### src/logic/render_consts.svh
`ifndef RENDER_CONSTS_SVH
`define RENDER_CONSTS_SVH

// Canvas in pixels
`define CANVAS_W        160
`define CANVAS_H        120

// Cell edge, pixels
`define CELL_PX         5

// Canvas in cells
`define GRID_W          32
`define GRID_H          24

// Maze ROM extent, top-left of the grid
`define MAZE_W          29
`define MAZE_H          13

`define PLAYER_START_X  1   // Cell column after reset
`define PLAYER_START_Y  1   // Cell row after reset

`define WALL_COLOR      12'h0ff
`define FOOD_COLOR      12'hfff
`define BLANK_COLOR     12'h000
`define FOOD_OFFSET     2   // Dot at (2,2) inside the cell

// Bit dy*5+dx set = opaque, rows bottom to top
`define PLAYER_MASK     25'b01110_01111_00111_01111_01110
`define PLAYER_COLOR    12'hff0

`endif
### src/logic/render_pkg.sv
`default_nettype none

`include "render_consts.svh"

package render_pkg;

    typedef logic [11:0] color_t;      // 4:4:4 pixel
    typedef logic [14:0] pix_addr_t;   // y*160+x
    typedef logic [7:0]  canvas_x_t;
    typedef logic [6:0]  canvas_y_t;
    typedef logic [4:0]  cell_x_t;
    typedef logic [4:0]  cell_y_t;
    typedef logic [8:0]  maze_addr_t;  // cell_y*29+cell_x
    typedef logic [2:0]  offset_t;     // Pixel inside a cell
    typedef logic [1:0]  dir_t;        // 0 up, 1 left, 2 down, 3 right

    typedef enum logic [1:0] {
        S_MOVE,
        S_CELLS,
        S_SPRITE,
        S_SCAN
    } seq_state_t;

    // Cell column plus offset to pixel column
    function automatic canvas_x_t to_canvas_x(input cell_x_t cx, input offset_t off);
        return canvas_x_t'(cx) * canvas_x_t'(`CELL_PX) + canvas_x_t'(off);
    endfunction

    function automatic canvas_y_t to_canvas_y(input cell_y_t cy, input offset_t off);
        return canvas_y_t'(cy) * canvas_y_t'(`CELL_PX) + canvas_y_t'(off);
    endfunction

    // Linear frame buffer address
    function automatic pix_addr_t to_pix_addr(input canvas_x_t x, input canvas_y_t y);
        return pix_addr_t'(y) * pix_addr_t'(`CANVAS_W) + pix_addr_t'(x);
    endfunction

endpackage

`default_nettype wire

### src/logic/cell_renderer.sv
`timescale 1ns/10ps
`default_nettype none

`include "render_consts.svh"

module cell_renderer (
    input  wire                     clock,
    input  wire                     resetn,
    input  wire                     start,
    input  wire                     maze_wall,
    input  wire                     maze_food,
    output render_pkg::maze_addr_t  maze_addr,
    output logic                    wren,
    output render_pkg::pix_addr_t   waddr,
    output render_pkg::color_t      wdata,
    output logic                    done
);
    import render_pkg::*;

    cell_x_t    cell_x;
    cell_y_t    cell_y;
    offset_t    dx, dy;     // dx runs fastest
    logic       busy;
    logic       in_maze, food_spot, last_pix;
    logic       wr_valid, last_q;
    logic       in_maze_q, food_q;  // Aligned with ROM data
    pix_addr_t  addr_q;

    assign in_maze   = (cell_x < `MAZE_W) && (cell_y < `MAZE_H);
    assign food_spot = (dx == `FOOD_OFFSET) && (dy == `FOOD_OFFSET);
    assign last_pix  = busy && (dx == `CELL_PX - 1) && (dy == `CELL_PX - 1)
                       && (cell_x == `GRID_W - 1) && (cell_y == `GRID_H - 1);

    // Outside the maze the ROM is not looked at
    assign maze_addr = in_maze ? maze_addr_t'(cell_y) * maze_addr_t'(`MAZE_W)
                                 + maze_addr_t'(cell_x) : '0;

    always_ff @(posedge clock) begin
        if (!resetn) begin
            busy     <= 1'b0;
            cell_x   <= '0;
            cell_y   <= '0;
            dx       <= '0;
            dy       <= '0;
            wr_valid <= 1'b0;
            last_q   <= 1'b0;
            done     <= 1'b0;
        end else begin
            if (start) begin
                busy   <= 1'b1;
                cell_x <= '0;
                cell_y <= '0;
                dx     <= '0;
                dy     <= '0;
            end else if (busy) begin
                if (dx == `CELL_PX - 1) begin
                    dx <= '0;
                    if (dy == `CELL_PX - 1) begin
                        dy <= '0;
                        if (cell_x == `GRID_W - 1) begin
                            cell_x <= '0;
                            if (cell_y == `GRID_H - 1) begin
                                cell_y <= '0;
                                busy   <= 1'b0;  // Whole canvas walked
                            end else
                                cell_y <= cell_y + 1'b1;
                        end else
                            cell_x <= cell_x + 1'b1;
                    end else
                        dy <= dy + 1'b1;
                end else
                    dx <= dx + 1'b1;
            end
            wr_valid <= busy;    // Write follows address by one
            last_q   <= last_pix;
            done     <= last_q;  // One past the last write
        end
    end

    always_ff @(posedge clock) begin
        addr_q    <= to_pix_addr(to_canvas_x(cell_x, dx), to_canvas_y(cell_y, dy));
        in_maze_q <= in_maze;
        food_q    <= food_spot;
    end

    assign wren  = wr_valid;
    assign waddr = addr_q;
    // Wall beats food, food only on the centre dot
    assign wdata = !in_maze_q ? `BLANK_COLOR :
                   maze_wall  ? `WALL_COLOR  :
                   (maze_food && food_q) ? `FOOD_COLOR : `BLANK_COLOR;

endmodule

`default_nettype wire

### config.mk
export PLATFORM = sky130hd
export DESIGN_NAME = cell_renderer
export DESIGN_NICKNAME = d
export VERILOG_FILES = /design/src/logic/render_pkg.sv /design/src/logic/cell_renderer.sv
export VERILOG_INCLUDE_DIRS = /design/src /design/src/logic
export SDC_FILE = /design/constraint.sdc
export NUM_CORES = 1
export LEC_CHECK = 0
export ABC_AREA = 1
export BUFFER_PORTS_ARGS = -buffer_cell sky130_fd_sc_hd__buf_2
export CAP_MARGIN = 15
export CORE_MARGIN = 2
export CORE_UTILIZATION = 45
export CTS_CLUSTER_DIAMETER = 150
export DETAILED_ROUTE_END_ITERATION = 8
export PLACE_DENSITY = 0.65
export SYNTH_ARGS = -nofsm -noshare
export SYNTH_HDL_FRONTEND = slang
export SYNTH_SLANG_ARGS = --single-unit
### constraint.sdc
create_clock -name clock -period 7.94 [get_ports clock]
set_input_delay 1.588 -clock clock [delete_from_list [all_inputs] [get_ports clock]]
set_output_delay 1.588 -clock clock [all_outputs]
set_load 0.01 [all_outputs]
After elaboration in Yosys (flattened, before gate mapping)
Cells that the tools add are included.
{"block": "totals", "register_bits": 37, "inputBits": 5, "output_inout_bits": 38}
{"block": "op_classes", "n_mul": 4, "order_cmp": 2, "bitwise_logic": 1, "addsub": 8, "eq_ne": 6, "muxes": 14, "n_reduce_logical": 11}
{"cell": "$mux W12", "n": 3}
{"cell": "$add A15 B8 Y15", "n": 1}
{"cell": "$add A5 B1 Y5 const B", "n": 2}
{"cell": "$eq A5 B5 Y1 const B", "n": 2}
{"cell": "$mul A7 B3 Y10 const B", "n": 1}
{"cell": "$mux W5", "n": 2}
{"cell": "$add A9 B5 Y9", "n": 1}
{"cell": "$mul A5 B5 Y9 const B", "n": 1}
{"cell": "$mux W9", "n": 1}
{"cell": "$add A8 B3 Y8", "n": 1}
{"cell": "$mul A5 B3 Y8 const B", "n": 1}
{"cell": "$add A7 B3 Y7", "n": 1}
{"cell": "$logic_and A1 B1 Y1", "n": 7}
{"cell": "$mul A5 B3 Y7 const B", "n": 1}
{"cell": "$add A3 B1 Y3 const B", "n": 2}
{"cell": "$eq A3 B2 Y1 const B", "n": 2}
{"cell": "$eq A3 B3 Y1 const B", "n": 2}
{"cell": "$mux W1", "n": 6}
{"cell": "$mux W3", "n": 2}
{"cell": "$lt A5 B4 Y1 const B", "n": 1}
{"cell": "$lt A5 B5 Y1 const B", "n": 1}
{"cell": "$reduce_and A4 Y1", "n": 1}
{"cell": "$reduce_and A3 Y1", "n": 1}
{"cell": "$reduce_and A2 Y1", "n": 1}
{"cell": "2 further kinds", "n": 2}

Depth between registers and ports, before layout
{"block": "logic_depth", "depth_word": 7, "ltp_mapped": 19, "ltp_nobuf": 19}

Worst setup path after synthesis
Ideal clock, no wire load.
{"block": "synth_timing", "path_kind": "reg-to-output", "startpoint": "reg cell_y[2]", "endpoint": "out maze_addr[7]", "arrival_ns": 3.087, "setup_slack_ns": 3.265, "required_time_ns": 6.352, "n_path_buf": 0, "stages_incl_launch_ff": 12, "cell_sequence": "dfxtp_1 -> fa_1 -> inv_1 -> fa_1 -> fa_1 -> inv_1 -> ha_1 -> a21oi_1 -> o21ai_0 -> a21oi_1 -> nor2_1 -> nor2_1"}
{"block": "synth_via", "elab_chain_len": 3, "elab_cells_between_ends": 5, "cone_classes": "add/sub (1); mul (1); order compare (1); mux (1); reduce/logical (1)"}
{"element": "from (decl)", "line_no": "cell_renderer.sv:21", "rtl": "cell_y_t cell_y;"}
{"element": "from (signal assigned)", "line_no": "cell_renderer.sv:66", "rtl": "cell_y <= cell_y + 1'b1;"}
{"element": "$mul A5 B5 Y9 / $lt A5 B4 Y1 (equally long branches)"}
{"element": "$add A9 B5 Y9 / $logic_and A1 B1 Y1 (equally long branches)", "line_no": "cell_renderer.sv:35, cell_renderer.sv:29"}
{"element": "$mux W9 (*)", "line_no": "cell_renderer.sv:35", "rtl": "assign maze_addr = in_maze ? maze_addr_t'(cell_y) * maze_addr_t'(`MAZE_W)"}
{"element": "to (decl)", "line_no": "cell_renderer.sv:12", "rtl": "output render_pkg::maze_addr_t maze_addr,"}
Every way passes the cells marked *; elsewhere a longest branch is shown, timed or not.

Worst setup path after layout
Same ends and word-level chain as after synthesis.

==> summary.txt <==
Place
  – Port-buffer cells: 42
  – Worst slack, placed: 2.96 ns
  – Final GP Congestion: 0.913
  – DP HPWL: 4990 um
  – Dpl cell area: 3670 sq um

Timing
  – Final Skew: 0.00767 ns
  – FMAX: 0.190 GHz
  – Slew Limit Headroom: 65.0%
  – Count of final hold-check violations: 0
  – Period utilization: 66.2%
  – Post-route setup TNS: 0 ns
  – Least-Margin Pin Slew: 0.525 ns
  – Finish-stage setup viols: 0
  – Max Slew Vio Count: 0
  – Unrepaired setup endpoints after global routing: false
  – Final min period: 5.26 ns
  – PnR worst setup slack: 2.68 ns

GRT
  – First-pass GRT wire length: 11,300 um
  – Largest net degree at the start of global routing: 15
  – Vias in the first global route: 2,654
  – Initial antenna violation count: 0
  – All-Layer GR Usage: 16.2%
  – Gr ovfl total: 0

Yosys
  – Post-Syn Instances: 429
  – Proportion of netlist area held by the largest area contributor: 28.2%
  – Register area share after synthesis: 21.7%
  – Top_reg_cell synth: dfxtp_1
  – Syn Nets: 524
  – Simple logic cell fraction of the synthesized area: 20.4%
  – Mux contribution to synthesized area: 0%
  – XOR/XNOR Fraction of Synth Area: 4.35%
  – Post-Synth Adder-Cell Area: 35.8%
  – Seq cells post-synth: 37
  – Synth top area cells: ha_1 28%, dfxtp_1 22%, nand2_1 8.9%, fa_1 7.6%, inv_1 7.5%
  – Dominant cell type by area after synthesis: ha_1
  – Cell variety after synth: 36
  – Syn avg cell area: 7.97 sq um
  – Commonest cells post-synth: 81 x nand2_1, 77 x ha_1, 68 x inv_1, 37 x dfxtp_1, 28 x nor2_1
  – Syn. warnings: 0
  – Largest family of logic cells by synthesized area: adder cells
  – Post-synth EDFFs: 0
  – Synth Area in Compound Gates: 7.90%
  – Synth Cell Area: 3420 sq um
  – Most common cell in the netlist: nand2_1
  – Fraction of registers with async set/reset: 0%

Detailed routing
  – WL/cell: 10.7 um
  – Final Routed Wirelength: 6090 um
  – Antenna-violating nets left: 0
  – DRC Markers: 0
  – Vias per cell: 4.83
  – Drt first pass iters: 4
  – Via count: 2,740
  – Initial DRC count: 57

Layout
  – Fillcell total: 740
  – Final core occ: 51.7%
  – Area delta synth->final: 10.2%
  – Diode count: 0
  – Final-stage net count: 562
  – Share of cells above drive strength 1: 12.4%
  – Design Area, Final: 3770 sq um

CTS
  – Resize count post-CTS: 0
  – Clock tree root buffer cell: clkbuf_8
  – Level count of the clock H-tree: 2
  – Hold_buf cts: 0
  – Clk buf depth: 2
  – Clock Sinks: 37
  – Clk slew on worst S/H paths: 0.09 ns
  – Setup Buffers After CTS: 0
  – Worst skew pair latency: 0.30 ns
  – CTS tree: yes
  – TritonCTS buffer count: 5

Pwr
  – Power per cell area: 90.8 nW/um^2
  – Pwr Total: 342 uW
  – Leak pwr: 0.00223 uW
  – Maximum vdd drop: 0.0750 mV

Floorplan
  – Starting Density: 46.9%
  – # IOs: 43
  – Die H: 91.2 um
  – Row count: 31
  – Core ar.: 7290 sq um
  – Die Area: 8310 sq um
  – Horiz. Die Dim: 91.2 um

Worst setup path
  – CP Launch Point: cell_y[2]$_SDFFE_PP0P_
  – Crit. End Element: output port
  – CP Data Arrival Time: 3.67 ns
  – CP required: 6.35 ns
  – Reg2reg start: cell_y[2]$_SDFFE_PP0P_
  – Startpoint types: register
  – Critical path class: register to output port
  – Crit Path Max Fanout: 12

Run status
  – Status: complete, no violations

Run
  – Max-cap violations: 0

Worst hold path
  – Hold path startpoint: last_q$_SDFF_PN0_
  – HP Class: register to register
[worst max-delay path, stage by stage (launching register included)]
cell and delay [ns]:
dfxtp_1 0.66, fa_1 0.51, inv_1 0.09, fa_1 0.44, fa_1 0.54, inv_1 0.04, ha_1 0.35, a21oi_1 0.20
o21ai_0 0.10, a21oi_1 0.17, nand2_1 0.07, nand2_1 0.06, nor2_1 0.03, buf_2 0.13
[kinds of logic (layout without fill, tap and decap cells)]
| kind of cell | Yosys count | after routing |
|---|---|---|
| simple gates | 156 | 156 |
| fa+ha+maj | 90 | 90 |
| compound gates | 49 | 49 |
| xor+xnor | 17 | 17 |
| flops | 37 | 37 |
| buf+inv | 80 | 119 |
[flip-flops by register name, summed over array words and instances (netlist names), 3 cells and up]
signal	count
cell_x	5
cell_y	5
dx	3
dy	3
waddr	15
[per-layer routing]
metal / up-vias / wire length (um) / share of wire [%] / GRT usage [%]
met3: 8 / 198 / 3.2 / 2.49
met2: 49 / 2770 / 45 / 27.8
met5: - / 0 / 0 / 0
met4: 0 / 80 / 1.3 / 4.29
met1: 1211 / 3050 / 50 / 21.2
li1: 1472 / - / - / -
[power breakdown]
part | total [uW] | internal (uW) | switching (uW)
clock network | 141 | 63.4 | 77.6
registers | 189 | 187 | 1.62
logic | 12.5 | 4.79 | 7.69
[final timing paths]
kind / slack [ns] / end / depth (start not counted)
setup reg to reg: 4.00 / waddr[14]$_DFF_P_ / 15
hold reg to reg: 0.43 / done$_SDFF_PN0_ / 2
hold / removal: 0.43 / done$_SDFF_PN0_ / 2
setup / recovery: 2.68 / maze_addr[7] / 13
[layout by cell type (no fill, tap or decap), types with 2 or more instances in the layout]
master and n:
a21oi_1 27, nand3_1 25, dfxtp_1 37, nand2_1 81
xor2_1 8, buf_2 42, nand4_1 4, a211oi_1 2
ha_1 77, o21ai_0 9, nor2_1 28, fa_1 13
xnor2_1 9, a31oi_1 4, clkbuf_8 5, nor3_1 7
inv_1 68
[cell type report]
type | instances | area (sq um) | share of cell area [%]
Timing Repair Buffer | 42 | 210 | 5.58
Sequential cell | 37 | 741 | 19.7
Inverter | 69 | 259 | 6.87
Clock buffer | 5 | 68.8 | 1.83
Clock inverter | 3 | 25.0 | 0.664
Tap cell | 99 | 124 | 3.29
Multi-Input combinational cell | 312 | 2340 | 62.1
[through the flow]
step	cells	hold WS, ns
after floorplan	429	0.390
after global placement	559	0.406
after detailed placement	559	0.400
after CTS	567	0.430
after global routing	567	0.455
final	567	0.427
(Power assumes the default switching activity.)
