$ cat src/logic/render_consts.svh
`ifndef RENDER_CONSTS_SVH
`define RENDER_CONSTS_SVH

// Canvas in pixels
`define CANVAS_W        160
`define CANVAS_H        120

// Cell edge, pixels
`define CELL_PX         5

// Canvas in cells
`define GRID_W          32
`define GRID_H          24

// Maze ROM extent, top-left of the grid
`define MAZE_W          29
`define MAZE_H          13

`define PLAYER_START_X  1   // Cell column after reset
`define PLAYER_START_Y  1   // Cell row after reset

`define WALL_COLOR      12'h0ff
`define FOOD_COLOR      12'hfff
`define BLANK_COLOR     12'h000
`define FOOD_OFFSET     2   // Dot at (2,2) inside the cell

// Bit dy*5+dx set = opaque, rows bottom to top
`define PLAYER_MASK     25'b01110_01111_00111_01111_01110
`define PLAYER_COLOR    12'hff0

`endif
$ cat src/logic/render_pkg.sv
`default_nettype none

`include "render_consts.svh"

package render_pkg;

    typedef logic [11:0] color_t;      // 4:4:4 pixel
    typedef logic [14:0] pix_addr_t;   // y*160+x
    typedef logic [7:0]  canvas_x_t;
    typedef logic [6:0]  canvas_y_t;
    typedef logic [4:0]  cell_x_t;
    typedef logic [4:0]  cell_y_t;
    typedef logic [8:0]  maze_addr_t;  // cell_y*29+cell_x
    typedef logic [2:0]  offset_t;     // Pixel inside a cell
    typedef logic [1:0]  dir_t;        // 0 up, 1 left, 2 down, 3 right

    typedef enum logic [1:0] {
        S_MOVE,
        S_CELLS,
        S_SPRITE,
        S_SCAN
    } seq_state_t;

    // Cell column plus offset to pixel column
    function automatic canvas_x_t to_canvas_x(input cell_x_t cx, input offset_t off);
        return canvas_x_t'(cx) * canvas_x_t'(`CELL_PX) + canvas_x_t'(off);
    endfunction

    function automatic canvas_y_t to_canvas_y(input cell_y_t cy, input offset_t off);
        return canvas_y_t'(cy) * canvas_y_t'(`CELL_PX) + canvas_y_t'(off);
    endfunction

    // Linear frame buffer address
    function automatic pix_addr_t to_pix_addr(input canvas_x_t x, input canvas_y_t y);
        return pix_addr_t'(y) * pix_addr_t'(`CANVAS_W) + pix_addr_t'(x);
    endfunction

endpackage

`default_nettype wire

$ cat src/logic/sprite_renderer.sv
`timescale 1ns/10ps
`default_nettype none

`include "render_consts.svh"

module sprite_renderer (
    input  wire                    clock,
    input  wire                    resetn,
    input  wire                    start,
    input  render_pkg::cell_x_t    player_x,
    input  render_pkg::cell_y_t    player_y,
    output logic                   wren,
    output render_pkg::pix_addr_t  waddr,
    output render_pkg::color_t     wdata,
    output logic                   done
);
    import render_pkg::*;

    localparam logic [24:0] SPRITE_MASK = `PLAYER_MASK;

    offset_t     dx, dy;
    logic        busy;
    logic        last_off;
    logic [4:0]  mask_idx;  // dy*5+dx

    assign mask_idx = {2'b00, dy} * 5'(`CELL_PX) + {2'b00, dx};
    assign last_off = busy && (dx == `CELL_PX - 1) && (dy == `CELL_PX - 1);

    always_ff @(posedge clock) begin
        if (!resetn) begin
            busy <= 1'b0;
            dx   <= '0;
            dy   <= '0;
            done <= 1'b0;
        end else begin
            if (start) begin
                busy <= 1'b1;
                dx   <= '0;
                dy   <= '0;
            end else if (busy) begin
                if (dx == `CELL_PX - 1) begin
                    dx <= '0;
                    if (dy == `CELL_PX - 1)
                        busy <= 1'b0;  // All 25 offsets visited
                    else
                        dy <= dy + 1'b1;
                end else
                    dx <= dx + 1'b1;
            end
            done <= last_off;  // 26 cycles after start
        end
    end

    // Transparent pixels leave the cell colour in place
    assign wren  = busy && SPRITE_MASK[mask_idx];
    assign waddr = to_pix_addr(to_canvas_x(player_x, dx), to_canvas_y(player_y, dy));
    assign wdata = `PLAYER_COLOR;

endmodule

`default_nettype wire

$ cat config.mk
export PLATFORM = sky130hd
export DESIGN_NAME = sprite_renderer
export DESIGN_NICKNAME = d
export VERILOG_FILES = /design/src/logic/render_pkg.sv /design/src/logic/sprite_renderer.sv
export VERILOG_INCLUDE_DIRS = /design/src /design/src/logic
export SDC_FILE = /design/constraint.sdc
export NUM_CORES = 1
export LEC_CHECK = 0
export ABC_AREA = 0
export ABC_CLOCK_PERIOD_IN_PS = 6600
export BUFFER_PORTS_ARGS = -buffer_cell sky130_fd_sc_hd__buf_2
export CAP_MARGIN = 20
export CORE_MARGIN = 3
export CORE_UTILIZATION = 45
export CTS_CLUSTER_DIAMETER = 50
export CTS_CLUSTER_SIZE = 8
export DETAILED_ROUTE_END_ITERATION = 12
export MAX_ROUTING_LAYER = met4
export PLACE_DENSITY_LB_ADDON = 0.1
export SLEW_MARGIN = 30
export SYNTH_ARGS = -nofsm -noshare
export SYNTH_HDL_FRONTEND = slang
export SYNTH_SLANG_ARGS = --single-unit
export TNS_END_PERCENT = 30
$ cat constraint.sdc
create_clock -name clock -period 6.6 [get_ports clock]
set_clock_uncertainty 0.15 [all_clocks]
set_input_delay 0.33 -clock clock [delete_from_list [all_inputs] [get_ports clock]]
set_output_delay 0.33 -clock clock [all_outputs]
set_load 0.1 [all_outputs]
Word-level counts from Yosys, hierarchy flattened
Memory sizes are Yosys's and may differ from the RTL's. Cells that the tools add are included.

Bits in registers: 8. Memory bits (read-only): 32. Output and inout bits: 29. Word-level logic and storage cells: 31. Memories kept: 1.

Add/sub/neg operators: 6. Multiply operators: 4. Order comparisons: 1. Equal/unequal tests: 2. Multiplexer cells: 6. Bitwise operators: 2. Reduce and logical (&&, ||, !) cells: 5.

Memory list: (no name shown) (depth 32, width 1, rd ports 1, clocked after Yosys merged registers in 0, write ports 0, RTL line sprite_renderer.sv:55) `assign wren = busy && SPRITE_MASK[mask_idx];`.

Operators with widths (count): 15-bit by 8-bit adder with 15-bit output (1); 7-bit by 3-bit multiplier with 10-bit output, second input constant (1); 8-bit by 3-bit adder with 8-bit output (1); 5-bit by 3-bit multiplier with 8-bit output, second input constant (1); 7-bit by 3-bit adder with 7-bit output (1); 5-bit by 3-bit multiplier with 7-bit output, second input constant (1); 3-bit by 1-bit adder with 3-bit output, second input constant (2); 3-bit == test, second input constant (2); 5-bit by 6-bit less-than comparator with 1-bit output, second input constant (1); 5-bit by 3-bit adder with 5-bit output (1); 3-bit by 3-bit multiplier with 5-bit output, second input constant (1); 1-bit 2-to-1 mux (5); 1-bit logical AND (3); 3-bit 2-to-1 mux (1); 3-bit AND reduction (1); 1-bit NOT (2); 2-bit OR reduction (1).

Longest topological paths before layout
Depth after elaboration: 5. Mapped depth: 16. Depth with buffers taken out: 16.

Worst setup path before layout
No wires, ideal clock.

Kind: input to output. Start: input port player_y[0]. End: output port waddr[12]. Data arrival time: 4.998 ns. Path slack: 1.122 ns. Stages on the path: 15. Path through: ha_1 > ha_1 > inv_1 > fa_1 > xor2_1 > inv_1 > ha_1 > ha_1 > inv_1 > fa_1 > inv_1 > nand3_1 > a2111oi_4 > xnor2_1 > xnor2_1.

Longest elaborated chain between the ends: 4.

RTL lines: start, declared (RTL line sprite_renderer.sv:11) `input render_pkg::cell_y_t player_y,`; 5-bit by 3-bit multiplier with 7-bit output (RTL line render_pkg.sv:30) `` return canvas_y_t'(cy) * canvas_y_t'(`CELL_PX) + canvas_y_t'(off); ``; 7-bit by 3-bit adder with 7-bit output (RTL line render_pkg.sv:30); 7-bit by 3-bit multiplier with 10-bit output (RTL line render_pkg.sv:35) `` return pix_addr_t'(y) * pix_addr_t'(`CANVAS_W) + pix_addr_t'(x); ``; 15-bit by 8-bit adder with 15-bit output (RTL line render_pkg.sv:35); end, declared (RTL line sprite_renderer.sv:13) `output render_pkg::pix_addr_t waddr,`.

Every way passes these cells.

Final worst setup path
Start: input port player_y[0]. End: output port waddr[14].

The elaborated chain is that of the path after synthesis.

==> results by stage <==
Place:
- The placed cell count is 301.
- Detailed placement ended at an HPWL of ~2800 µm.
- The weighted congestion at the end of routability-driven global placement is between 0.7 and 0.8.
- The number of buffers added on ports is 29.

Setup path:
- In this run the worst setup path begins at player_y[0].
- The largest fanout of any net on the critical path is 4.
- The critical path class is input port to output pin.
- The register-to-register setup slack is 5.00 ns.
- The arrival time at the worst endpoint is roughly 4.4 ns.
- In this run the worst setup path terminates at waddr[14].
- The startpoint type of the worst setup path is an input port.
- STA classifies the critical path endpoint as an output pin.
- The endpoint identified for the worst register-to-register timing path is dy[2].
- The startpoint of the lowest-slack register-to-register path is dx[0].
- The number of cells on the worst reg-to-reg path is 7.
- STA puts the critical path data required time at 6.12 ns.

STA:
- The top achievable clock speed is roughly 0.2 GHz.
- For the final routed database, the setup TNS stands at 0 ns.
- The final count of pins violating max slew is 0.
- Setup violations remaining at the end of the flow were counted as 0.
- After layout, the worst path uses between 70% and 80% of the clock period.
- The clock period could shrink to ~4.9 ns.
- The number of failing hold endpoints at the final stage is 0.
- The worst hold slack across all endpoints is 0.192 ns.
- Setup repair after global routing left no endpoint under its margin.

Layout:
- Summing all multi-input logic gate instances after layout gives about 1700 µm².
- The repair_antennas step left the layout with diodes totalling 0.
- After the last flow step, the layout net total stands at between 300 and 400.
- The finished layout holds around 300 standard cells, fillers aside.
- The count of fill cells added during filler insertion is about 420.
- The area growth from synthesis to layout is 9.84%.
- The fraction of final layout cells sized beyond drive strength 1 is about 17%.
- In the final layout, flip-flops and latches occupy 160 µm².

Pwr:
- The power per unit of standard cell area is just over 300 nW/µm².
- Combinational cells account for 83.6% of the total power.
- In this run switching power makes up about two thirds of total power.
- The total net switching power is 0.453 mW.
- Of the total power, registers draw roughly 7.7%.
- VDD sags by at most 0.000229 V.
- The clock share of power is around 8.7%.
- The post-route total power is approximately 0.66 mW.
- The total internal power is between 0.2 and 0.25 mW.
- In this run the static leakage power is 1.10 nW.

Detailed routing:
- For this block, the routed nets add up to about 3200 µm of wire.
- The detailed router finished its first iteration with 39 violations.
- The routed layout has between 1,500 and 2,000 vias.
- The first detailed-routing pass took 4 iterations.
- The count of antenna-violating nets left after detailed routing is 0.
- In the final routed layout, each cell accounts on average for roughly 11 µm.
- The remaining routing DRC violations is 0.
- After detailed routing, the number of vias per cell comes to between 4 and 5.

Clock tree:
- The CTS H-tree depth is 1.
- The maximum count of clock buffers along a single path is 2.
- The clock latency on the worst-skew pair is roughly 0.23 ns.
- The TritonCTS buffer count is 3.
- The count of hold buffers inserted by post-cts repair is 0.
- The clock-pin slew of the registers on the worst-case setup and hold paths is 0.04 ns.
- The clock tree root buffer cell is sky130_fd_sc_hd__clkbuf_8.
- The total of cells resized after clock tree synthesis is 0.
- The setup fix buffers added after clock tree synthesis is 0.
- Clock tree synthesis found a total of 8 sinks.
- The CTS tree is built.

Synth:
- The cell type with the highest aggregate area in the netlist is sky130_fd_sc_hd__ha_1.
- The synthesized netlist occupies a cell area of between 1500 and 2000 µm².
- Counting flops with a built-in enable in the synthesized netlist gives 0.
- Among all cell types in the netlist, the one instantiated most often is sky130_fd_sc_hd__ha_1.
- The synthesized area per cell is about 8.7 µm².
- Summing the sequential cell areas from Yosys gives roughly 8% of the chip area.
- The number of synthesis warnings is 0.
- The most frequently used flop master after synthesis is sky130_fd_sc_hd__dfxtp_1.
- After synthesis, the cell types taking the most area are sky130_fd_sc_hd__ha_1 (35%), sky130_fd_sc_hd__dfxtp_1 (8.2%), sky130_fd_sc_hd__xnor2_1 (7.6%), sky130_fd_sc_hd__fa_1 (5.1%), sky130_fd_sc_hd__buf_4 (4.6%).
- Summed over its instances, the top area cell type makes up between 30 and 40% of the synthesized netlist area.
- Counting instances in the post-synthesis netlist gives the leading cell types as sky130_fd_sc_hd__ha_1 (54), sky130_fd_sc_hd__inv_1 (22), sky130_fd_sc_hd__a21oi_1 (17), sky130_fd_sc_hd__nor2_1 (17), sky130_fd_sc_hd__xnor2_1 (17).
- The async set-or-reset flop fraction in the synthesized netlist is 0%.
- Synthesis handed over a netlist of approximately 230 instances.
- The flop and latch count out of synthesis is 8.
- Yosys mapped the design onto 43 distinct sky130hd cell types.

Run status:
- The run finished with clean final reports.

Floorplanning:
- The die is a little over 70 µm wide.
- The die extent in y is a little over 70 µm.
- The core region is ~4100 µm².
- The full die area is just over 5000 µm².
- The floorplan row count is 23.
- During I/O placement, the number of pins put on the boundary was 42.
- The initial utilization of the core area, before any placement, comes to a little under half.

Global route:
- In the global route stage, met1 resource usage came out at 17.1%.
- After global routing, the most crowded layer is met2.
- For this run, the total global-route usage over all layers was measured as 13.8%.
- Global routing finished with a remaining overflow of 0.
- The largest net degree at the start of global routing is 10.
- The first-pass GRT wire length is ~5700 µm.
- The initial antenna violation count is 0.
- The number of global-route vias before repair is approximately 1,400.
- For this run, global-route usage on met2 was measured as 24.1%.
- The met3 global-route usage is around 2.5%.

Flow run:
- The tool flagged a number of max-cap violations equal to 0.

Min path:
- The worst hold path belongs to the class input port to register.
- The startpoint identified for the worst hold timing path is resetn.
[registers in the layout, indices dropped and copies added (netlist names)]
name  flops
done      1
busy      1
dy        3
dx        3
[worst min path at each step]
stage,to,depth (start not counted)
2_1_floorplan,done,2
3_3_place_gp,dx[1],2
3_5_place_dp,dx[1],2
4_1_cts,done,3
5_1_grt,busy,2
6_report,busy,2
[cells in the final DEF, fill, tap and decap left out, drive strengths merged, types with 2 or more instances in the layout]
| cell | synthesis | final |
|---|---|---|
| a2111oi | 2 | 2 |
| a21boi | 2 | 2 |
| a21o | 3 | 3 |
| a21oi | 20 | 20 |
| buf | 12 | 29 |
| clkbuf | 1 | 3 |
| conb | 2 | 12 |
| dfxtp | 8 | 8 |
| fa | 5 | 5 |
| ha | 54 | 54 |
| inv | 22 | 22 |
| mux2i | 3 | 3 |
| nand2 | 8 | 8 |
| nand2b | 5 | 5 |
| nand3 | 6 | 6 |
| nand4 | 3 | 3 |
| nor2 | 17 | 17 |
| nor2b | 6 | 6 |
| nor3 | 4 | 4 |
| o21ai | 6 | 6 |
| xnor2 | 17 | 17 |
| xor2 | 8 | 8 |
[per-layer routing]
layer	vias to the layer above	part of all wire [%]
li1	814	-
met1	670	47
met2	28	49
met3	4	3.7
met4	0	0.69
met5	-	0
[kinds of logic after synthesis]
logic type	synth area share [%]
adders and majority gates	39.6
muxes	1.53
and+or+nand+nor	14.7
AOI/OAI and AO/OA	15.0
other	0.384
xor gates and xnor gates	11.6
DFF	8.18
buffers and inverters	9.01
[power by group through the flow]
stage | Combinational [mW] | Clock [mW] | Sequential, mW
2_1_floorplan | 0.498 | 0 | 0.0506
3_3_place_gp | 0.555 | 0 | 0.0518
3_5_place_dp | 0.557 | 0 | 0.0519
4_1_cts | 0.559 | 0.0595 | 0.0510
5_1_grt | 0.586 | 0.0616 | 0.0513
6_report | 0.554 | 0.0578 | 0.0510
[per-stage QoR]
step           util (%)  cell area, µm²  setup slack, ns
2_1_floorplan         -            2000             1.12
3_3_place_gp       51.6            2110             1.77
3_5_place_dp       51.6            2110             1.71
4_1_cts            52.6            2150             1.70
5_1_grt            52.6            2150             1.44
6_report           52.6            2150             1.73
[area by class of cell]
| type | count | share of cell area [%] |
|---|---|---|
| Tap cell | 50 | 2.91 |
| Multi-Input combinational cell | 192 | 77.1 |
| Clock buffer | 3 | 1.92 |
| Inverter | 22 | 3.84 |
| Timing Repair Buffer | 29 | 6.75 |
| Sequential cell | 8 | 7.45 |
[critical path, stage by stage]
cell                        delay, ns
sky130_fd_sc_hd__buf_2           0.11
sky130_fd_sc_hd__ha_1            0.28
sky130_fd_sc_hd__ha_1            0.30
sky130_fd_sc_hd__inv_1           0.06
sky130_fd_sc_hd__fa_1            0.44
sky130_fd_sc_hd__xor2_1          0.26
sky130_fd_sc_hd__inv_1           0.08
sky130_fd_sc_hd__ha_1            0.30
sky130_fd_sc_hd__ha_1            0.22
sky130_fd_sc_hd__inv_1           0.07
sky130_fd_sc_hd__fa_1            0.40
sky130_fd_sc_hd__inv_1           0.13
sky130_fd_sc_hd__nand3_1         0.16
sky130_fd_sc_hd__a2111oi_4       0.45
sky130_fd_sc_hd__a21oi_1         0.11
sky130_fd_sc_hd__a2bb2oi_1       0.14
sky130_fd_sc_hd__o21ai_1         0.12
sky130_fd_sc_hd__buf_2           0.43
Note: power is estimated with default switching activity, not from simulation.
