`src/logic/render_consts.svh`:
```
`ifndef RENDER_CONSTS_SVH
`define RENDER_CONSTS_SVH

// Canvas in pixels
`define CANVAS_W        160
`define CANVAS_H        120

// Cell edge, pixels
`define CELL_PX         5

// Canvas in cells
`define GRID_W          32
`define GRID_H          24

// Maze ROM extent, top-left of the grid
`define MAZE_W          29
`define MAZE_H          13

`define PLAYER_START_X  1   // Cell column after reset
`define PLAYER_START_Y  1   // Cell row after reset

`define WALL_COLOR      12'h0ff
`define FOOD_COLOR      12'hfff
`define BLANK_COLOR     12'h000
`define FOOD_OFFSET     2   // Dot at (2,2) inside the cell

// Bit dy*5+dx set = opaque, rows bottom to top
`define PLAYER_MASK     25'b01110_01111_00111_01111_01110
`define PLAYER_COLOR    12'hff0

`endif
```
`src/logic/render_pkg.sv`:
```
`default_nettype none

`include "render_consts.svh"

package render_pkg;

    typedef logic [11:0] color_t;      // 4:4:4 pixel
    typedef logic [14:0] pix_addr_t;   // y*160+x
    typedef logic [7:0]  canvas_x_t;
    typedef logic [6:0]  canvas_y_t;
    typedef logic [4:0]  cell_x_t;
    typedef logic [4:0]  cell_y_t;
    typedef logic [8:0]  maze_addr_t;  // cell_y*29+cell_x
    typedef logic [2:0]  offset_t;     // Pixel inside a cell
    typedef logic [1:0]  dir_t;        // 0 up, 1 left, 2 down, 3 right

    typedef enum logic [1:0] {
        S_MOVE,
        S_CELLS,
        S_SPRITE,
        S_SCAN
    } seq_state_t;

    // Cell column plus offset to pixel column
    function automatic canvas_x_t to_canvas_x(input cell_x_t cx, input offset_t off);
        return canvas_x_t'(cx) * canvas_x_t'(`CELL_PX) + canvas_x_t'(off);
    endfunction

    function automatic canvas_y_t to_canvas_y(input cell_y_t cy, input offset_t off);
        return canvas_y_t'(cy) * canvas_y_t'(`CELL_PX) + canvas_y_t'(off);
    endfunction

    // Linear frame buffer address
    function automatic pix_addr_t to_pix_addr(input canvas_x_t x, input canvas_y_t y);
        return pix_addr_t'(y) * pix_addr_t'(`CANVAS_W) + pix_addr_t'(x);
    endfunction

endpackage

`default_nettype wire

```
`src/logic/frame_sequencer.sv`:
```
`timescale 1ns/10ps
`default_nettype none

`include "render_consts.svh"

module frame_sequencer (
    input  wire                  clock,
    input  wire                  resetn,
    input  wire                  move_req,
    input  render_pkg::dir_t     move_dir,
    input  wire                  cells_done,
    input  wire                  sprite_done,
    input  wire                  scan_done,
    output logic                 cells_start,
    output logic                 sprite_start,
    output logic                 scan_start,
    output render_pkg::cell_x_t  player_x,
    output render_pkg::cell_y_t  player_y,
    output logic                 frame_done
);
    import render_pkg::*;

    seq_state_t state;

    assign frame_done = (state == S_SCAN) && scan_done;  // Frame ends with the last pixel

    always_ff @(posedge clock) begin
        if (!resetn) begin
            state        <= S_MOVE;
            cells_start  <= 1'b0;
            sprite_start <= 1'b0;
            scan_start   <= 1'b0;
            player_x     <= cell_x_t'(`PLAYER_START_X);
            player_y     <= cell_y_t'(`PLAYER_START_Y);
        end else begin
            cells_start  <= 1'b0;  // Starts are single-cycle
            sprite_start <= 1'b0;
            scan_start   <= 1'b0;
            case (state)
                S_MOVE: begin
                    // One step per frame, clamped to the maze
                    if (move_req) begin
                        case (move_dir)
                            2'd0: if (player_y != '0) player_y <= player_y - 1'b1;  // Up
                            2'd1: if (player_x != '0) player_x <= player_x - 1'b1;  // Left
                            2'd2: if (player_y != cell_y_t'(`MAZE_H - 1))
                                player_y <= player_y + 1'b1;                          // Down
                            default: if (player_x != cell_x_t'(`MAZE_W - 1))
                                player_x <= player_x + 1'b1;                          // Right
                        endcase
                    end
                    cells_start <= 1'b1;
                    state       <= S_CELLS;
                end
                S_CELLS: if (cells_done) begin
                    sprite_start <= 1'b1;
                    state        <= S_SPRITE;
                end
                S_SPRITE: if (sprite_done) begin
                    scan_start <= 1'b1;
                    state      <= S_SCAN;
                end
                default: if (scan_done) state <= S_MOVE;  // Back for the next frame
            endcase
        end
    end

endmodule

`default_nettype wire

```
`config.mk`:
```
export PLATFORM = sky130hd
export DESIGN_NAME = frame_sequencer
export DESIGN_NICKNAME = d
export VERILOG_FILES = /design/src/logic/render_pkg.sv /design/src/logic/frame_sequencer.sv
export VERILOG_INCLUDE_DIRS = /design/src /design/src/logic
export SDC_FILE = /design/constraint.sdc
export NUM_CORES = 1
export LEC_CHECK = 0
export BUFFER_PORTS_ARGS = -buffer_cell sky130_fd_sc_hd__buf_2
export CORE_MARGIN = 8
export CORE_UTILIZATION = 55
export CTS_BUF_LIST = sky130_fd_sc_hd__clkbuf_8
export CTS_CLUSTER_DIAMETER = 60
export CTS_CLUSTER_SIZE = 8
export DETAILED_ROUTE_END_ITERATION = 12
export HOLD_SLACK_MARGIN = 0.06
export PLACE_DENSITY = 0.78
export SYNTH_ARGS = -nofsm -noshare
export SYNTH_HDL_FRONTEND = slang
export SYNTH_SLANG_ARGS = --single-unit
```
`constraint.sdc`:
```
create_clock -name clock -period 3.1 [get_ports clock]
set_input_delay 0.62 -clock clock [delete_from_list [all_inputs] [get_ports clock]]
set_output_delay 0.62 -clock clock [all_outputs]
set_load 0.03 [all_outputs]
```
# ---- Word level (Yosys, flattened, before mapping)
# Cells that the tools add are included.
dict set report word_totals {
  regBits 15
  input_bits 8
  out_inout_bits 14
  wordCells 50
}
dict set report op_classes {
  n_addsub 4
  eq_ne 12
  mux 13
  bitwise 1
  n_reduce_logical 14
}
# cell count
set op_table {}
lappend op_table {{$mux 5} 4}
lappend op_table {{$pmux 5 s2} 2}
lappend op_table {{$add 5x1->5 const B} 2}
lappend op_table {{$ne 2x2->1 const B} 5}
lappend op_table {{$reduce_and 5->1} 2}
lappend op_table {{$reduce_bool 5->1} 2}
lappend op_table {{$sub 5x1->5 const B} 2}
lappend op_table {{$eq 2x2->1 const B} 3}
lappend op_table {{$mux 2} 3}
lappend op_table {{$pmux 2 s3} 1}
lappend op_table {{$ne 5x4->1 const B} 1}
lappend op_table {{$ne 5x5->1 const B} 1}
lappend op_table {{$eq 2x1->1 const B} 2}
lappend op_table {{$logic_not 2->1} 2}
lappend op_table {{$reduce_and 2->1} 2}
lappend op_table {{$reduce_bool 2->1} 2}
lappend op_table {{$reduce_bool 4->1} 1}
lappend op_table {{$mux 1} 3}
lappend op_table {{$reduce_and 3->1} 1}
lappend op_table {{$reduce_or 2->1} 1}
lappend op_table {{$logic_and 1x1->1} 1}
lappend op_table {{$not 1->1} 1}

# ---- Logic depth before layout (Yosys ltp)
dict set report depth {
  word_depth 4
  ltp_mapped 8
  ltp_nobuf 7
}

# ---- Worst setup path before layout
# OpenSTA, ideal clock, no wires.
dict set report synth_timing {
  path_kind {input-to-reg}
  start {input move_dir[0]}
  end {register player_y[4]}
  setup_time_ns 0.082
  arrival_time_ns 2.111
  required_time_ns 3.018
  path_slack_ns 0.907
  path_stages 8
  path_buffers 1
  path_cell_list {nand2b_4 > buf_6 > ha_1 > or2_2 > a21oi_1 > nor2_2 > or3_1 > o2111ai_1}
}
dict set report synth_via {
  elab_chain_len 3
  word_cells_on_any_way 7
  cone_classes {eq/ne: 3; mux: 1; reduce/logical: 3}
}
# item line_no
set synth_lines {}
lappend synth_lines {{start, declared} frame_sequencer.sv:10} ;# input render_pkg::dir_t move_dir,
lappend synth_lines {{$eq 2x2->1 / $logic_not 2->1 (equally long branches)} frame_sequencer.sv:43} ;# case (move_dir)
lappend synth_lines {{$ne 2x2->1 (no source line) / $reduce_bool 2->1 (equally long branches)} --}
lappend synth_lines {{$reduce_and 5->1 (no source line)} --}
lappend synth_lines {{end signal, assigned} frame_sequencer.sv:34} ;# player_y <= cell_y_t'(`PLAYER_START_Y);
lappend synth_lines {{end signal, assigned} frame_sequencer.sv:44} ;# 2'd0: if (player_y != '0) player_y <= player_y - 1'b1;
lappend synth_lines {{end signal, assigned} frame_sequencer.sv:47} ;# player_y <= player_y + 1'b1;
lappend synth_lines {{end, declared} frame_sequencer.sv:18} ;# output render_pkg::cell_y_t player_y,
# Parallel ways exist; a longest one is shown, timed or not.
# A chain may end at the register's enable or synchronous reset.

# ---- Worst setup path in the final report
dict set report layout_timing {
  start {input move_dir[0]}
  end {register player_x[4]}
}
dict set report layout_via {
  elab_chain_len 4
  word_cells_on_any_way 9
  cone_classes {eq/ne: 3; mux: 1; bitwise: 1; reduce/logical: 4}
}
# item line_no
set layout_lines {}
lappend layout_lines {{$eq 2x2->1 / $logic_not 2->1 (equally long branches)} frame_sequencer.sv:43}
lappend layout_lines {{$reduce_or 2->1 (no source line)} --}
lappend layout_lines {{$not 1->1 (no source line)} --}
lappend layout_lines {{$reduce_and 5->1 (no source line)} --}
lappend layout_lines {{end signal, assigned} frame_sequencer.sv:33} ;# player_x <= cell_x_t'(`PLAYER_START_X);
lappend layout_lines {{end signal, assigned} frame_sequencer.sv:45} ;# 2'd1: if (player_x != '0) player_x <= player_x - 1'b1;
lappend layout_lines {{end signal, assigned} frame_sequencer.sv:49} ;# player_x <= player_x + 1'b1;
lappend layout_lines {{end, declared} frame_sequencer.sv:17} ;# output render_pkg::cell_x_t player_x,
# Parallel ways exist; a longest one is shown, timed or not.

==> flow_metrics.env <==
export IMPL_status="complete, no violations"
export IMPL_fin_nets=154
export IMPL_cp_arrival_ps=2360
export IMPL_critPathCaptureType="flip-flop"
export IMPL_min_period_over_period_pct=71.9
export IMPL_tightestPinTransition_ps=645
export IMPL_drc=0
export IMPL_crit_buf_inv=1
export IMPL_max_slew_margin_pct=56.9
export IMPL_overflow=0
export IMPL_top_layer="met4"
export IMPL_clock_sinks=15
export IMPL_cts_tree="done"
export IMPL_cp_slowest_cell="nor2b_1"
export IMPL_wl_met2_um=1150
export IMPL_grt_total_usage_pct=13.8
export IMPL_ys_seq_area_share_pct=29.0
export IMPL_drt_initial_drc_count=18
export IMPL_setup_viol=0
export IMPL_synth_fp_nets=133
export IMPL_grt_pass1_wl_um=3860
export IMPL_drv_cap=0
export IMPL_synthesis_area_um2=1030
export IMPL_whs_ps=520
export IMPL_finClkSkew_ps=0.653
export IMPL_fmax_mhz=449
export IMPL_port_buffers=21
export IMPL_drtAntennaViolNets=0
export IMPL_yosysWarnings=0
export IMPL_vdd_drop_max_mv=0.369
export IMPL_clk_pin_slew_ps=60
export IMPL_antenna_cells=0
export IMPL_yosys_register_bits=15
export IMPL_grt_pass1_vias=907
export IMPL_max_clock_path_buffers=2
export IMPL_setup_tns_ps=0
export IMPL_avgSynthCellArea_um2=9.00
export IMPL_final_hold_viol_count=0
export IMPL_hold_path_class="reg -> reg"
export IMPL_gp_congestion=0.849
export IMPL_fin_crit_ps=2230
export IMPL_critPathLaunchType="input port"
export IMPL_synthDistinctLibCells=41
export IMPL_wl_met3_um=99
export IMPL_path_cells="buf_2 -> nor2b_1 -> xor2_1 -> ha_1 -> o31a_1 -> o21ai_0 -> nand3_1 -> mux2i_1"
export IMPL_insertion_delay_ps=240
export IMPL_start_util_pct=59.3
export IMPL_grt_max_degree=21
export IMPL_holdBufCountCts=0
export IMPL_design_area_um2=1190
export IMPL_power_density_nw_per_um2=706
export IMPL_area_growth_pct=14.8
export IMPL_setup_worst_path_class="in -> reg"
export IMPL_wl_met1_um=946
export IMPL_netlist_instances=115
export IMPL_synth_top_family_by_area="simple AND/OR/NAND/NOR gates"
export IMPL_dieArea_um2=3530
export IMPL_antenna_found_initial=0
export IMPL_core_area_um2=1750
export IMPL_rows=15
export IMPL_wirelength_um=2210
export IMPL_final_max_slew_violation_count=0
export IMPL_numCtsBuffers=3
export IMPL_rsz0062_at_grt="false"
export IMPL_firstDrtPassIters=4
export IMPL_dpl_instance_area_um2=1140
export IMPL_hpwl_um=1700
export IMPL_cts_resized=0
export IMPL_cp_slowest_stage_delay_ps=540
export IMPL_p_leak_nw=0.546
export IMPL_die_h_um=59.4
export IMPL_drive_above_1_share_pct=25.9
export IMPL_synth_compound_area_share_pct=19.6
export IMPL_clock_root_buffer="clkbuf_8"
export IMPL_wl_per_cell_um=13.8
export IMPL_synth_edf_count=0
export IMPL_vias=905
export IMPL_synth_flop_cell="dfxtp_1"
export IMPL_path_delay_family="simple AND/OR/NAND/NOR gates"
export IMPL_synth_simple_area_share_pct=24.1
export IMPL_async_reset_ff_share_pct=0
export IMPL_fp_dieW_um=59.4
export IMPL_io_pins=22
export IMPL_htreeDepth=1
export IMPL_synth_xor_area_share_pct=4.96
export IMPL_via_per_inst=5.66
export IMPL_path_max_fanout=9
export IMPL_post_cts_setup_buffer_count=0
export IMPL_required_ps=3230
export IMPL_synthMuxAreaShare_pct=5.93
export IMPL_synth_adder_area_share_pct=12.1
-- logic make-up (layout without fill, tap and decap cells) --
| kind of cell | Yosys count | in the layout |
|---|---|---|
| and+or+nand+nor | 44 | 44 |
| AOI/OAI and AO/OA | 26 | 26 |
| buffers and inverters | 9 | 29 |
| DFF | 15 | 15 |
| xor gates and xnor gates | 5 | 5 |
| adders and majority gates | 10 | 10 |
| muxes | 6 | 6 |
-- where the power goes --
group | leakage, nW | switching, mW | internal, mW
Combinational | 0.398 | 0.232 | 0.161
Sequential | 0.123 | 0.0532 | 0.236
Clock | 0.0255 | 0.0670 | 0.0888
Total | 0.546 | 0.352 | 0.486
-- worst min-delay path, stage by stage (launching register included) --
cell and delay (ps):
dfxtp_1 340, nand2_1 70, mux2i_1 60
-- through the flow --
stage	util (%)	setup WS, ps	instances	power [mW]
final	68.0	872	160	0.838
after global routing	68.0	685	160	0.908
after CTS	68.0	882	160	0.845
after detailed placement	65.4	653	156	0.688
after global placement	65.4	732	156	0.671
after floorplan	-	907	115	0.592
-- final timing paths --
check | from | to | slack (ps) | cells after the start
worst max-delay path | move_dir[0] | player_x[4]$_SDFFE_PN0P_ | 870 | 8
worst min-delay path | player_x[4]$_SDFFE_PN0P_ | player_x[4]$_SDFFE_PN0P_ | 520 | 2
worst max register to register | player_y[2]$_SDFFE_PN0P_ | player_y[4]$_SDFFE_PN0P_ | 1220 | 6
worst min register to register | player_x[4]$_SDFFE_PN0P_ | player_x[4]$_SDFFE_PN0P_ | 520 | 2
-- cells in the mapped netlist (2+ instances only) --
cell type / count / area share (%)
nor3_1: 3 / 1.5
nand2_1: 9 / 3.3
mux2i_1: 5 / 4.8
nor2b_1: 7 / 4.2
or3_1: 3 / 1.8
inv_1: 4 / 1.5
clkbuf_1: 3 / 1.1
nand3_1: 3 / 1.5
and3_1: 3 / 1.8
ha_1: 10 / 12
xnor2_1: 3 / 2.5
o21ai_0: 7 / 3.4
nor2_1: 5 / 1.8
nand2b_1: 2 / 1.2
dfxtp_1: 15 / 29
a21oi_1: 7 / 3.4
and2_1: 2 / 1.2
-- state kept, by name, summed over array words and instances (netlist names) --
name / cells
state: 2
sprite_start: 1
player_x: 5
player_y: 5
scan_start: 1
cells_start: 1
-- per-layer routing --
metal | vias to the layer above | GRT usage (%)
met5 | - | 0
met4 | 0 | 5.46
met3 | 2 | 3.69
met2 | 17 | 25.6
met1 | 430 | 14.1
li1 | 456 | -
-- cell usage in the layout, fill, tap and decap left out, types with 2 or more instances in the layout --
| cell | netlist | layout |
|---|---|---|
| nor3_1 | 3 | 3 |
| or3_1 | 3 | 3 |
| xnor2_1 | 3 | 3 |
| a21oi_1 | 7 | 7 |
| nor2_1 | 5 | 5 |
| nand2_1 | 9 | 9 |
| o21ai_0 | 7 | 7 |
| nand2b_1 | 2 | 2 |
| ha_1 | 10 | 10 |
| dfxtp_1 | 15 | 15 |
| buf_2 | 0 | 21 |
| and2_1 | 2 | 2 |
| nand3_1 | 3 | 3 |
| mux2i_1 | 5 | 5 |
| inv_1 | 4 | 4 |
| clkbuf_8 | 0 | 3 |
| and3_1 | 3 | 3 |
| nor2b_1 | 7 | 7 |
-- layout make-up --
type / count / area [um^2]
multi-input cells: 91 / 689
fillers: 155 / 558
flip-flops and latches: 15 / 300
repair buffers: 21 / 105
clock buffers: 3 / 41.3
well taps: 25 / 31.3
inverters: 4 / 15.0
clock inverters: 1 / 5.00
Power figures use the tool's default switching activity.
